<file path="src/common/seqmon_pkg.sv">
package seqmon_pkg;

	// ------------------------------------------------------------------------
	// data widths
	// ------------------------------------------------------------------------

	typedef logic [7:0]  byte_t;   // rx byte, also the sequence number
	typedef logic [31:0] count_t;  // frame and good counters
	typedef logic [1:0]  addr_t;   // host read address
	typedef logic [15:0] pos_t;    // byte index inside a frame

	// top of the position counter, it parks here on very long frames
	localparam pos_t POS_MAX = '1;

	// ------------------------------------------------------------------------
	// controller states
	// ------------------------------------------------------------------------

	typedef enum logic [1:0] {
		MON_INIT       = 2'd0,
		MON_WAIT_START = 2'd1,
		MON_RUNNING    = 2'd2,
		MON_DONE       = 2'd3
	} mon_state_t;

	// ------------------------------------------------------------------------
	// read port address map
	// ------------------------------------------------------------------------

	localparam addr_t ADDR_FRAMES = 2'd0;  // frame_count
	localparam addr_t ADDR_GOOD   = 2'd1;  // good_count
	localparam addr_t ADDR_STATUS = 2'd2;  // {state, done}

	// status word packing, upper bits read as zero
	localparam int STATUS_DONE_BIT = 0;
	localparam int STATUS_STATE_LO = 1;

endpackage
</file>
<file path="src/link_monitor_top.sv">
`timescale 1ns/1ps

module link_monitor_top #(
	parameter int unsigned SEQ_POS    = 0,
	parameter int unsigned MAX_FRAMES = 100000
) (
	input  logic               clk,
	input  logic               rst,
	input  logic               rx_en,
	input  seqmon_pkg::byte_t  rx_data,
	input  logic               rd_req,
	input  seqmon_pkg::addr_t  rd_addr,
	output logic               rd_ack,
	output seqmon_pkg::count_t rd_data,
	output logic               done
);

	import seqmon_pkg::*;

	// ------------------------------------------------------------------------
	// internal nets
	// ------------------------------------------------------------------------

	logic       frame_done;
	byte_t      frame_seq;
	logic       start_frame;
	logic       count_frame;
	count_t     frame_count;
	count_t     good_count;
	mon_state_t state;

	// byte stream -> completed frames
	frame_tracker #(
		.SEQ_POS     (SEQ_POS)
	) u_frame_tracker (
		.clk         (clk),
		.rst         (rst),
		.rx_en       (rx_en),
		.rx_data     (rx_data),
		.frame_done  (frame_done),
		.frame_seq   (frame_seq)
	);

	// decides which frames count
	monitor_ctrl #(
		.MAX_FRAMES  (MAX_FRAMES)
	) u_monitor_ctrl (
		.clk         (clk),
		.rst         (rst),
		.frame_done  (frame_done),
		.frame_seq   (frame_seq),
		.frame_count (frame_count),
		.start_frame (start_frame),
		.count_frame (count_frame),
		.state       (state),
		.done        (done)
	);

	seq_checker u_seq_checker (
		.clk         (clk),
		.rst         (rst),
		.frame_seq   (frame_seq),
		.start_frame (start_frame),
		.count_frame (count_frame),
		.frame_count (frame_count),
		.good_count  (good_count)
	);

	// host side
	host_reg_port u_host_reg_port (
		.clk         (clk),
		.rst         (rst),
		.rd_req      (rd_req),
		.rd_addr     (rd_addr),
		.rd_ack      (rd_ack),
		.rd_data     (rd_data),
		.frame_count (frame_count),
		.good_count  (good_count),
		.state       (state),
		.done        (done)
	);

endmodule

</file>
<file path="src/host_reg_port.sv">
`timescale 1ns/1ps

module host_reg_port (
	input  logic                   clk,
	input  logic                   rst,
	input  logic                   rd_req,
	input  seqmon_pkg::addr_t      rd_addr,
	output logic                   rd_ack,
	output seqmon_pkg::count_t     rd_data,
	input  seqmon_pkg::count_t     frame_count,
	input  seqmon_pkg::count_t     good_count,
	input  seqmon_pkg::mon_state_t state,
	input  logic                   done
);

	import seqmon_pkg::*;

	count_t status_word;
	count_t rd_word;     // word picked by rd_addr
	logic   rd_start;    // new request seen this cycle

	// ------------------------------------------------------------------------
	// register select
	// ------------------------------------------------------------------------

	always_comb begin
		status_word = '0;
		status_word[STATUS_DONE_BIT] = done;
		status_word[STATUS_STATE_LO +: 2] = state;
	end

	always_comb begin
		case (rd_addr)
			ADDR_FRAMES: rd_word = frame_count;
			ADDR_GOOD:   rd_word = good_count;
			ADDR_STATUS: rd_word = status_word;
			default:     rd_word = '0;  // unmapped
		endcase
	end

	// ------------------------------------------------------------------------
	// four-phase handshake
	// ------------------------------------------------------------------------

	assign rd_start = rd_req && !rd_ack;

	always_ff @(posedge clk) begin
		if (rst) begin
			rd_ack <= 1'b0;
		end else if (rd_start) begin
			rd_ack <= 1'b1;
		end else if (!rd_req) begin
			rd_ack <= 1'b0;  // host released, close the cycle
		end
	end

	// snapshot at ack time, stays put while rd_ack is high
	always_ff @(posedge clk) begin
		if (rd_start)
			rd_data <= rd_word;
	end

endmodule

</file>
<file path="src/monitor_ctrl.sv">
`timescale 1ns/1ps

module monitor_ctrl #(
	parameter int unsigned MAX_FRAMES = 100000
) (
	input  logic                   clk,
	input  logic                   rst,
	input  logic                   frame_done,
	input  seqmon_pkg::byte_t      frame_seq,
	input  seqmon_pkg::count_t     frame_count,
	output logic                   start_frame,
	output logic                   count_frame,
	output seqmon_pkg::mon_state_t state,
	output logic                   done
);

	import seqmon_pkg::*;

	mon_state_t state_next;
	logic       at_max;
	logic       seq_zero;

	assign at_max   = (frame_count == count_t'(MAX_FRAMES));
	assign seq_zero = (frame_seq == '0);

	// ------------------------------------------------------------------------
	// strobes to the checker
	// ------------------------------------------------------------------------

	// first complete frame numbered zero opens the run
	assign start_frame = frame_done && (state == MON_WAIT_START) && seq_zero;

	// every complete frame while running
	assign count_frame = frame_done && (state == MON_RUNNING);

	// ------------------------------------------------------------------------
	// state machine
	// ------------------------------------------------------------------------

	always_comb begin
		state_next = state;
		case (state)
			MON_INIT: begin
				state_next = MON_WAIT_START;
			end
			MON_WAIT_START: begin
				if (start_frame)
					state_next = MON_RUNNING;
			end
			MON_RUNNING: begin
				if (at_max)
					state_next = MON_DONE;  // counts freeze from here
			end
			default: begin
				state_next = MON_DONE;  // left only by reset
			end
		endcase
	end

	always_ff @(posedge clk) begin
		if (rst)
			state <= MON_INIT;
		else
			state <= state_next;
	end

	assign done = (state == MON_DONE);

endmodule

</file>
<file path="src/seq_checker.sv">
`timescale 1ns/1ps

module seq_checker (
	input  logic               clk,
	input  logic               rst,
	input  seqmon_pkg::byte_t  frame_seq,
	input  logic               start_frame,
	input  logic               count_frame,
	output seqmon_pkg::count_t frame_count,
	output seqmon_pkg::count_t good_count
);

	import seqmon_pkg::*;

	byte_t prev_seq;   // number of the last counted frame
	byte_t next_seq;   // what a good frame should carry
	logic  seq_ok;

	assign next_seq = byte_t'(prev_seq + 8'd1);  // wraps 255 -> 0
	assign seq_ok   = (frame_seq == next_seq);

	// ------------------------------------------------------------------------
	// previous number
	// ------------------------------------------------------------------------

	// always follows the received value, so one bad number
	// costs a single good frame and the check locks on again
	always_ff @(posedge clk) begin
		if (rst) begin
			prev_seq <= '0;
		end else if (start_frame || count_frame) begin
			prev_seq <= frame_seq;
		end
	end

	// ------------------------------------------------------------------------
	// counters
	// ------------------------------------------------------------------------

	always_ff @(posedge clk) begin
		if (rst) begin
			frame_count <= '0;
		end else if (start_frame) begin
			frame_count <= count_t'(1);  // start frame counts itself
		end else if (count_frame) begin
			frame_count <= frame_count + 1'b1;
		end
	end

	always_ff @(posedge clk) begin
		if (rst) begin
			good_count <= '0;
		end else if (start_frame) begin
			good_count <= count_t'(1);
		end else if (count_frame && seq_ok) begin
			good_count <= good_count + 1'b1;
		end
	end

endmodule

</file>
<file path="src/frame_tracker.sv">
`timescale 1ns/1ps

module frame_tracker #(
	parameter int unsigned SEQ_POS = 0
) (
	input  logic               clk,
	input  logic               rst,
	input  logic               rx_en,
	input  seqmon_pkg::byte_t  rx_data,
	output logic               frame_done,
	output seqmon_pkg::byte_t  frame_seq
);

	import seqmon_pkg::*;

	pos_t pos;       // index of the byte currently on rx_data
	logic seq_seen;  // sequence byte captured in this frame
	logic at_seq;

	assign at_seq = rx_en && (pos == pos_t'(SEQ_POS));

	// ------------------------------------------------------------------------
	// byte position, back to zero in every idle cycle
	// ------------------------------------------------------------------------

	always_ff @(posedge clk) begin
		if (rst) begin
			pos <= '0;
		end else if (!rx_en) begin
			pos <= '0;
		end else if (pos != POS_MAX) begin
			pos <= pos + 1'b1;  // saturate on huge frames
		end
	end

	// frame is reportable once the sequence byte went by
	always_ff @(posedge clk) begin
		if (rst) begin
			seq_seen <= 1'b0;
		end else if (!rx_en) begin
			seq_seen <= 1'b0;
		end else if (at_seq) begin
			seq_seen <= 1'b1;
		end
	end

	// sequence byte, held until the next frame overwrites it
	always_ff @(posedge clk) begin
		if (at_seq) begin
			frame_seq <= rx_data;
		end
	end

	// first idle cycle after a long enough frame, runts never get here
	assign frame_done = !rx_en && seq_seen;

endmodule

</file>
<file path="config.mk">
export PLATFORM = sky130hd
export DESIGN_NAME = link_monitor_top
export DESIGN_NICKNAME = d
export VERILOG_FILES = /design/src/common/seqmon_pkg.sv /design/src/link_monitor_top.sv /design/src/host_reg_port.sv /design/src/monitor_ctrl.sv /design/src/seq_checker.sv /design/src/frame_tracker.sv
export SDC_FILE = /design/constraint.sdc
export NUM_CORES = 1
export LEC_CHECK = 0
export ABC_CLOCK_PERIOD_IN_PS = 5100
export BUFFER_PORTS_ARGS = -buffer_cell sky130_fd_sc_hd__buf_2
export CORE_MARGIN = 2
export CORE_UTILIZATION = 53
export CTS_BUF_LIST = sky130_fd_sc_hd__clkbuf_8
export DETAILED_ROUTE_END_ITERATION = 16
export HOLD_SLACK_MARGIN = 0.02
export PLACE_DENSITY = 0.72
export SYNTH_ARGS = -nofsm -noshare
export SYNTH_HDL_FRONTEND = slang
export SYNTH_SLANG_ARGS = --single-unit
export TNS_END_PERCENT = 50
</file>
<file path="constraint.sdc">
create_clock -name clk -period 5.1 [get_ports clk]
set_input_delay 0.255 -clock clk [delete_from_list [all_inputs] [get_ports clk]]
set_output_delay 0.255 -clock clk [all_outputs]
set_load 0.02 [all_outputs]
</file>
# Yosys cells after proc, flatten, opt, wreduce, memory -nomap -nowiden
# Cells that the tools add are included.
[totals]
register_bits = 132
input_bits = 14
out_inout_bits = 34
elab_cells = 56
[classes]
n_addsub = 4
n_eq_ne = 11
mux = 10
n_bitwise = 1
reduce_logical = 19
[ops]
columns = ["operator", "n"]
rows = [
  ["$pmux 32 s3", 1],
  ["$add 32x1->32 const B", 2],
  ["$eq 32x17->1 const B", 1],
  ["$add 16x1->16 const B", 1],
  ["$logic_not 16->1", 1],
  ["$ne 16x16->1 const B", 1],
  ["$add 8x1->8 const B", 1],
  ["$eq 8x8->1", 1],
  ["$logic_not 8->1", 1],
  ["$logic_and 1x1->1", 7],
  ["$eq 2x2->1 const B", 3],
  ["$mux 1", 6],
  ["$ne 2x1->1 const B", 3],
  ["$pmux 2 s3", 1],
  ["$eq 2x1->1 const B", 2],
  ["$logic_not 2->1", 2],
  ["$mux 2", 2],
  ["$reduce_bool 2->1", 2],
  ["$reduce_or 2->1", 2],
  ["$logic_not 1->1", 2],
  ["$reduce_and 2->1", 1],
  ["$logic_or 1x1->1", 1],
  ["$not 1->1", 1],
]

# Longest topological paths before layout
[logic_depth]
depth_word = 6
depth_mapped = 9
ltp_nobuf = 7

# Modules after synthesis
# A second synthesis with hierarchy kept.
[hier_totals]
hier_cells = 665
area_unflattened_um2 = 6366.1
[modules_own_cells]
columns = ["module", "n_inst", "cells_each", "area_each_um2", "seq_area_each_um2"]
rows = [
  ["seq_checker", 1, 419, 3454.6, 1441.4],
  ["host_reg_port", 1, 108, 1525.2, 980.9],
  ["frame_tracker", 1, 114, 1169.9, 580.6],
  ["monitor_ctrl", 1, 24, 216.5, 40.0],
]

# Worst setup path after synthesis
# OpenSTA, ideal clock, no wires.
[synth_timing]
kind = "register to register"
from = "register u_seq_checker.prev_seq[0]"
to = "register u_seq_checker.good_count[25]"
setup_ns = 0.132
arrival_time_ns = 2.337
required_ns = 4.968
setup_slack_ns = 2.631
stages_incl_launch_ff = 10
n_path_buf = 2
period_less_slack_ns = 2.469
path_cell_list = "dfxtp_1 -> ha_1 -> nor2b_1 -> or3_1 -> a31o_1 -> a211o_4 -> buf_6 -> buf_2 -> o41ai_1 -> a21oi_1"
[synth_via]
elab_chain_len = 3
[synth_lines]
columns = ["element", "line", "text"]
rows = [
  ["start: declaration", "seq_checker.sv:15", "byte_t prev_seq;"],
  ["start signal: assignment", "seq_checker.sv:32", "prev_seq <= frame_seq;"],
  ["$add 8x1->8", "seq_checker.sv:19", "assign next_seq = byte_t'(prev_seq + 8'd1);"],
  ["$eq 8x8->1", "seq_checker.sv:20", "assign seq_ok = (frame_seq == next_seq);"],
  ["$logic_and 1x1->1", "seq_checker.sv:55", "end else if (count_frame && seq_ok) begin"],
  ["end signal: assignment", "seq_checker.sv:54", "good_count <= count_t'(1);"],
  ["end signal: assignment", "seq_checker.sv:56", "good_count <= good_count + 1'b1;"],
  ["end: declaration", "seq_checker.sv:10", "output seqmon_pkg::count_t good_count"],
]
# Every way passes these cells.
# A chain may end at the register's enable or synchronous reset.

# Final worst setup path
[layout_timing]
from = "register u_seq_checker.prev_seq[0]"
to = "register u_seq_checker.good_count[19]"
# Same word-level chain as after synthesis.

==> metrics.log <==
INFO  metric status = completed
INFO  metric totalNegativeSetupSlack = 0 ns
INFO  metric total_cell_area_at_the_placement_stage = around 6600 um^2
INFO  metric finalCritPeriodShare = 55.10%
INFO  metric synth.ff_latch_count = between 100 and 150
INFO  metric cp-start-kind = register
INFO  metric post_cts.resized_instances = 0
INFO  metric drcViolationCount = 0
INFO  metric cp_cell_sequence = ha_1, nor2b_1, or3_1, a31o_1, a211o_4, or4_1, a21oi_1
INFO  metric hold_path.class = input pin to register
INFO  metric number_of_nets_produced_by_synthesis = 684
INFO  metric post_drt_via_cell_ratio = 6.030
INFO  metric finish.net_count = 729
INFO  metric final_setup_margin = 2.290 ns
INFO  metric grt_setup_unrepaired = false
INFO  metric cap_viol_max_count = 0
INFO  metric critical-path-slowest-cell = sky130_fd_sc_hd__or4_1
INFO  metric cts-buffers-inserted = 17
INFO  metric totalWireLength = 14520 um
INFO  metric die_x = 112.6 um
INFO  metric grt_antenna_before_repair = 0
INFO  metric routedWlPerCell = 16.78 um
INFO  metric drv_slew = 0
INFO  metric synthDistinctLibCells = 46
INFO  metric worst_slew_pin_slew = 1.023 ns
INFO  metric worst_ir_drop_vdd = 0.2926 mV
INFO  metric async_reset_ff_share = 0%
INFO  metric fmaxAchievable = 355.9 MHz
INFO  metric initial_utilization = 54.54%
INFO  metric grt_max_degree = 63
INFO  metric slew-limit-headroom = 31.69%
INFO  metric antenna_left = 0
INFO  metric ys.flop_type = sky130_fd_sc_hd__dfxtp_1
INFO  metric cts_max_level = 4
INFO  metric gpl.final_weighted_congestion = around 0.86
INFO  metric synth-edff-count = 40
INFO  metric synth_area_leader_cell = sky130_fd_sc_hd__dfxtp_1
INFO  metric count_of_buffers_from_port_buffering = between 40 and 50
INFO  metric max_stage_delay = approximately 0.56 ns
INFO  metric fin_worst_skew = 0.01441 ns
INFO  metric drt_iter0_markers = 346
INFO  metric number_of_global_route_vias_before_repair = 4969
INFO  metric seq_area_frac_synth = 48.65%
INFO  metric io-pin-count = 48
INFO  metric syn_inst = ~660
INFO  metric finalCriticalPeriod = 2.810 ns
INFO  metric wire_length_of_the_first_global_routing_pass = 23930 um
INFO  metric synth.cells.most_frequent = 92 x sky130_fd_sc_hd__dfxtp_1, 84 x sky130_fd_sc_hd__nor2_1, 51 x sky130_fd_sc_hd__a21oi_1
INFO  metric synth.cell_area = 6255 um^2
INFO  metric dp_hpwl = between 9000 and 10000 um
INFO  metric total_power = 2207 uW
INFO  metric fp.dieH = approximately 110 um
INFO  metric pre_cts_setup_slack = 2.350 ns
INFO  metric timing.final.hold_violations = 0
INFO  metric core_region_area = 11470 um^2
INFO  metric worst_path_maximum_fanout = 53
INFO  metric fp.dieArea = 12690 um^2
INFO  metric stdcell_area = 7113 um^2
INFO  metric ys_warn_count = 0
INFO  metric critPathArrivalTime = about 3.2 ns
INFO  metric post_synth_main_area_contributors = sky130_fd_sc_hd__dfxtp_1 29%, sky130_fd_sc_hd__edfxtp_1 19%, sky130_fd_sc_hd__mux2i_1 6.1%, sky130_fd_sc_hd__nor2_1 5.0%, sky130_fd_sc_hd__a21oi_1 4.1%
INFO  metric yosysTopAreaCellShare = between 20% and 30%
INFO  metric cts.sink_count = 132
INFO  metric crit_type = register to register
INFO  metric clk_pin_slew = 0.07 ns
INFO  metric globalRouteTotalUtil = 24.02%
INFO  metric detail_route.first_pass.iterations = 5
INFO  metric antenna-diode-count = 0
INFO  metric clock-root-buffer = sky130_fd_sc_hd__clkbuf_8
INFO  metric detailroute.via_count = 5216
INFO  metric post_synth.cell_area_avg = between 9 and 10 um^2
INFO  metric setup-violations-final = 0
INFO  metric required_arrival_time_at_the_worst_endpoint = 5.49 ns
INFO  metric layout-area-overhead-vs-synth = 13.72%
INFO  metric final.fill_count = 959
INFO  metric std_cell_rows = 39
INFO  metric later_pin_clock_latency_in_the_skew_report = 0.47 ns
INFO  metric worst_setup_end_kind = register
INFO  metric cts_tree = built
INFO  metric power.leakage = between 0.002 and 0.003 uW
INFO  metric clockBufferDepth = 2
INFO  metric final_layout_size_suffix_gt1_share = a little under an eighth
INFO  metric overflow = 0
INFO  metric cell_with_the_most_instances_after_synthesis = sky130_fd_sc_hd__dfxtp_1
INFO  metric cellPowerDensity = between 300 and 400 nW/um^2
## report_power, final
group | total [uW] | internal (uW) | switching, uW | leakage, uW
registers | 1100 | 1100 | 9.09 | 0.00115
clock network | 1020 | 614 | 402 | 0.000246
logic | 86.6 | 29.6 | 57.0 | 0.00114
total | 2210 | 1740 | 468 | 0.00253
## registers in the layout (all words and copies together) (netlist names)
name	count
u_host_reg_port.rd_data	32
u_seq_checker.prev_seq	8
u_frame_tracker.seq_seen	1
u_seq_checker.good_count	32
u_seq_checker.frame_count	32
u_host_reg_port.rd_ack	1
u_frame_tracker.pos	16
u_frame_tracker.frame_seq	8
u_monitor_ctrl.state	2
## routing by layer
metal  vias up  GRT usage, %  share of wire [%]
li1       2533             -                  -
met1      2480         29.05                 42
met2       173         40.36                 50
met3        30         6.425                5.8
met4         0         10.41                2.6
met5         -             0                  0
## kinds of logic after synthesis
kind of cell / count (synthesis) / share of synthesized area, %
and+or+nand+nor: 288 / 24.24
DFF: 132 / 48.65
AOI/OAI and AO/OA: 111 / 10.94
buffers and inverters: 47 / 3.000
xor gates and xnor gates: 42 / 5.881
muxes: 38 / 6.081
adders and majority gates: 6 / 1.200
## final timing paths
path / startpoint / endpoint / slack (ns) / cells past startpoint
worst max-delay path: u_seq_checker.prev_seq[0]$_SDFFE_PP0P_ / u_seq_checker.good_count[19]$_SDFFE_PP0P_ / 2.29 / 7
worst min-delay path: rst / u_seq_checker.prev_seq[4]$_SDFFE_PP0P_ / 0.14 / 2
worst max register to register: u_seq_checker.prev_seq[0]$_SDFFE_PP0P_ / u_seq_checker.good_count[19]$_SDFFE_PP0P_ / 2.29 / 7
worst min register to register: u_frame_tracker.pos[1]$_SDFFE_PP0P_ / u_frame_tracker.pos[1]$_SDFFE_PP0P_ / 0.51 / 2
## layout by cell type (no fill, tap or decap), types with 2 or more instances in the layout
cell type and instances:
sky130_fd_sc_hd__a211oi_1 2, sky130_fd_sc_hd__a21oi_1 51, sky130_fd_sc_hd__a31oi_1 5, sky130_fd_sc_hd__and2_1 3, sky130_fd_sc_hd__and3_1 9, sky130_fd_sc_hd__and4_1 9
sky130_fd_sc_hd__buf_2 47, sky130_fd_sc_hd__buf_4 2, sky130_fd_sc_hd__bufinv_16 5, sky130_fd_sc_hd__clkbuf_8 20, sky130_fd_sc_hd__clkinv_2 3, sky130_fd_sc_hd__dfxtp_1 92
sky130_fd_sc_hd__dlygate4sd3_1 9, sky130_fd_sc_hd__edfxtp_1 40, sky130_fd_sc_hd__ha_1 6, sky130_fd_sc_hd__inv_1 18, sky130_fd_sc_hd__mux2i_1 38, sky130_fd_sc_hd__nand2_1 50
sky130_fd_sc_hd__nand3_1 30, sky130_fd_sc_hd__nand4_1 22, sky130_fd_sc_hd__nand4b_1 9, sky130_fd_sc_hd__nor2_1 84, sky130_fd_sc_hd__nor2b_1 7, sky130_fd_sc_hd__nor3_1 9
sky130_fd_sc_hd__nor3b_1 2, sky130_fd_sc_hd__nor4_1 10, sky130_fd_sc_hd__nor4b_1 4, sky130_fd_sc_hd__o21ai_0 18, sky130_fd_sc_hd__o21bai_1 2, sky130_fd_sc_hd__o31ai_1 17
sky130_fd_sc_hd__o41ai_1 8, sky130_fd_sc_hd__or3_1 15, sky130_fd_sc_hd__or4_1 18, sky130_fd_sc_hd__xnor2_1 17, sky130_fd_sc_hd__xor2_1 25
## what timing repair did
item / CTS / global route
hold endpoints to repair: 9 / 0
setup buffers: 0 / 0
hold buffers: 9 / 0
## area by class of cell
cell class                 count  area (um^2)  share of cell area, %
inverter                      15        56.30                 0.7916
sequential                   132         3043                  42.78
tap                          143        178.9                  2.515
clock buffer                  20        275.3                  3.870
multi-input combinational    485         3034                  42.66
clock inverter                12        185.2                  2.603
timing repair buffer          58        340.3                  4.785
## worst max-delay path, delay by kind of cell, from the launching register on
family	cells	cell delay [ns]
DFF	1	0.38
adders and majority gates	1	0.32
AOI/OAI and AO/OA	3	0.92
and+or+nand+nor	3	1.08
## stage by stage
| step | util, % | hold WS [ns] | instances |
|---|---|---|---|
| 2_1_floorplan | - | 0.3241 | 664 |
| 3_3_place_gp | 57.23 | 0.4314 | 824 |
| 3_5_place_dp | 57.23 | 0.4331 | 824 |
| 4_1_cts | 62.03 | 0.1292 | 865 |
| 5_1_grt | 62.03 | 0.1330 | 865 |
| 6_report | 62.03 | 0.1411 | 865 |
Power figures use the tool's default switching activity.
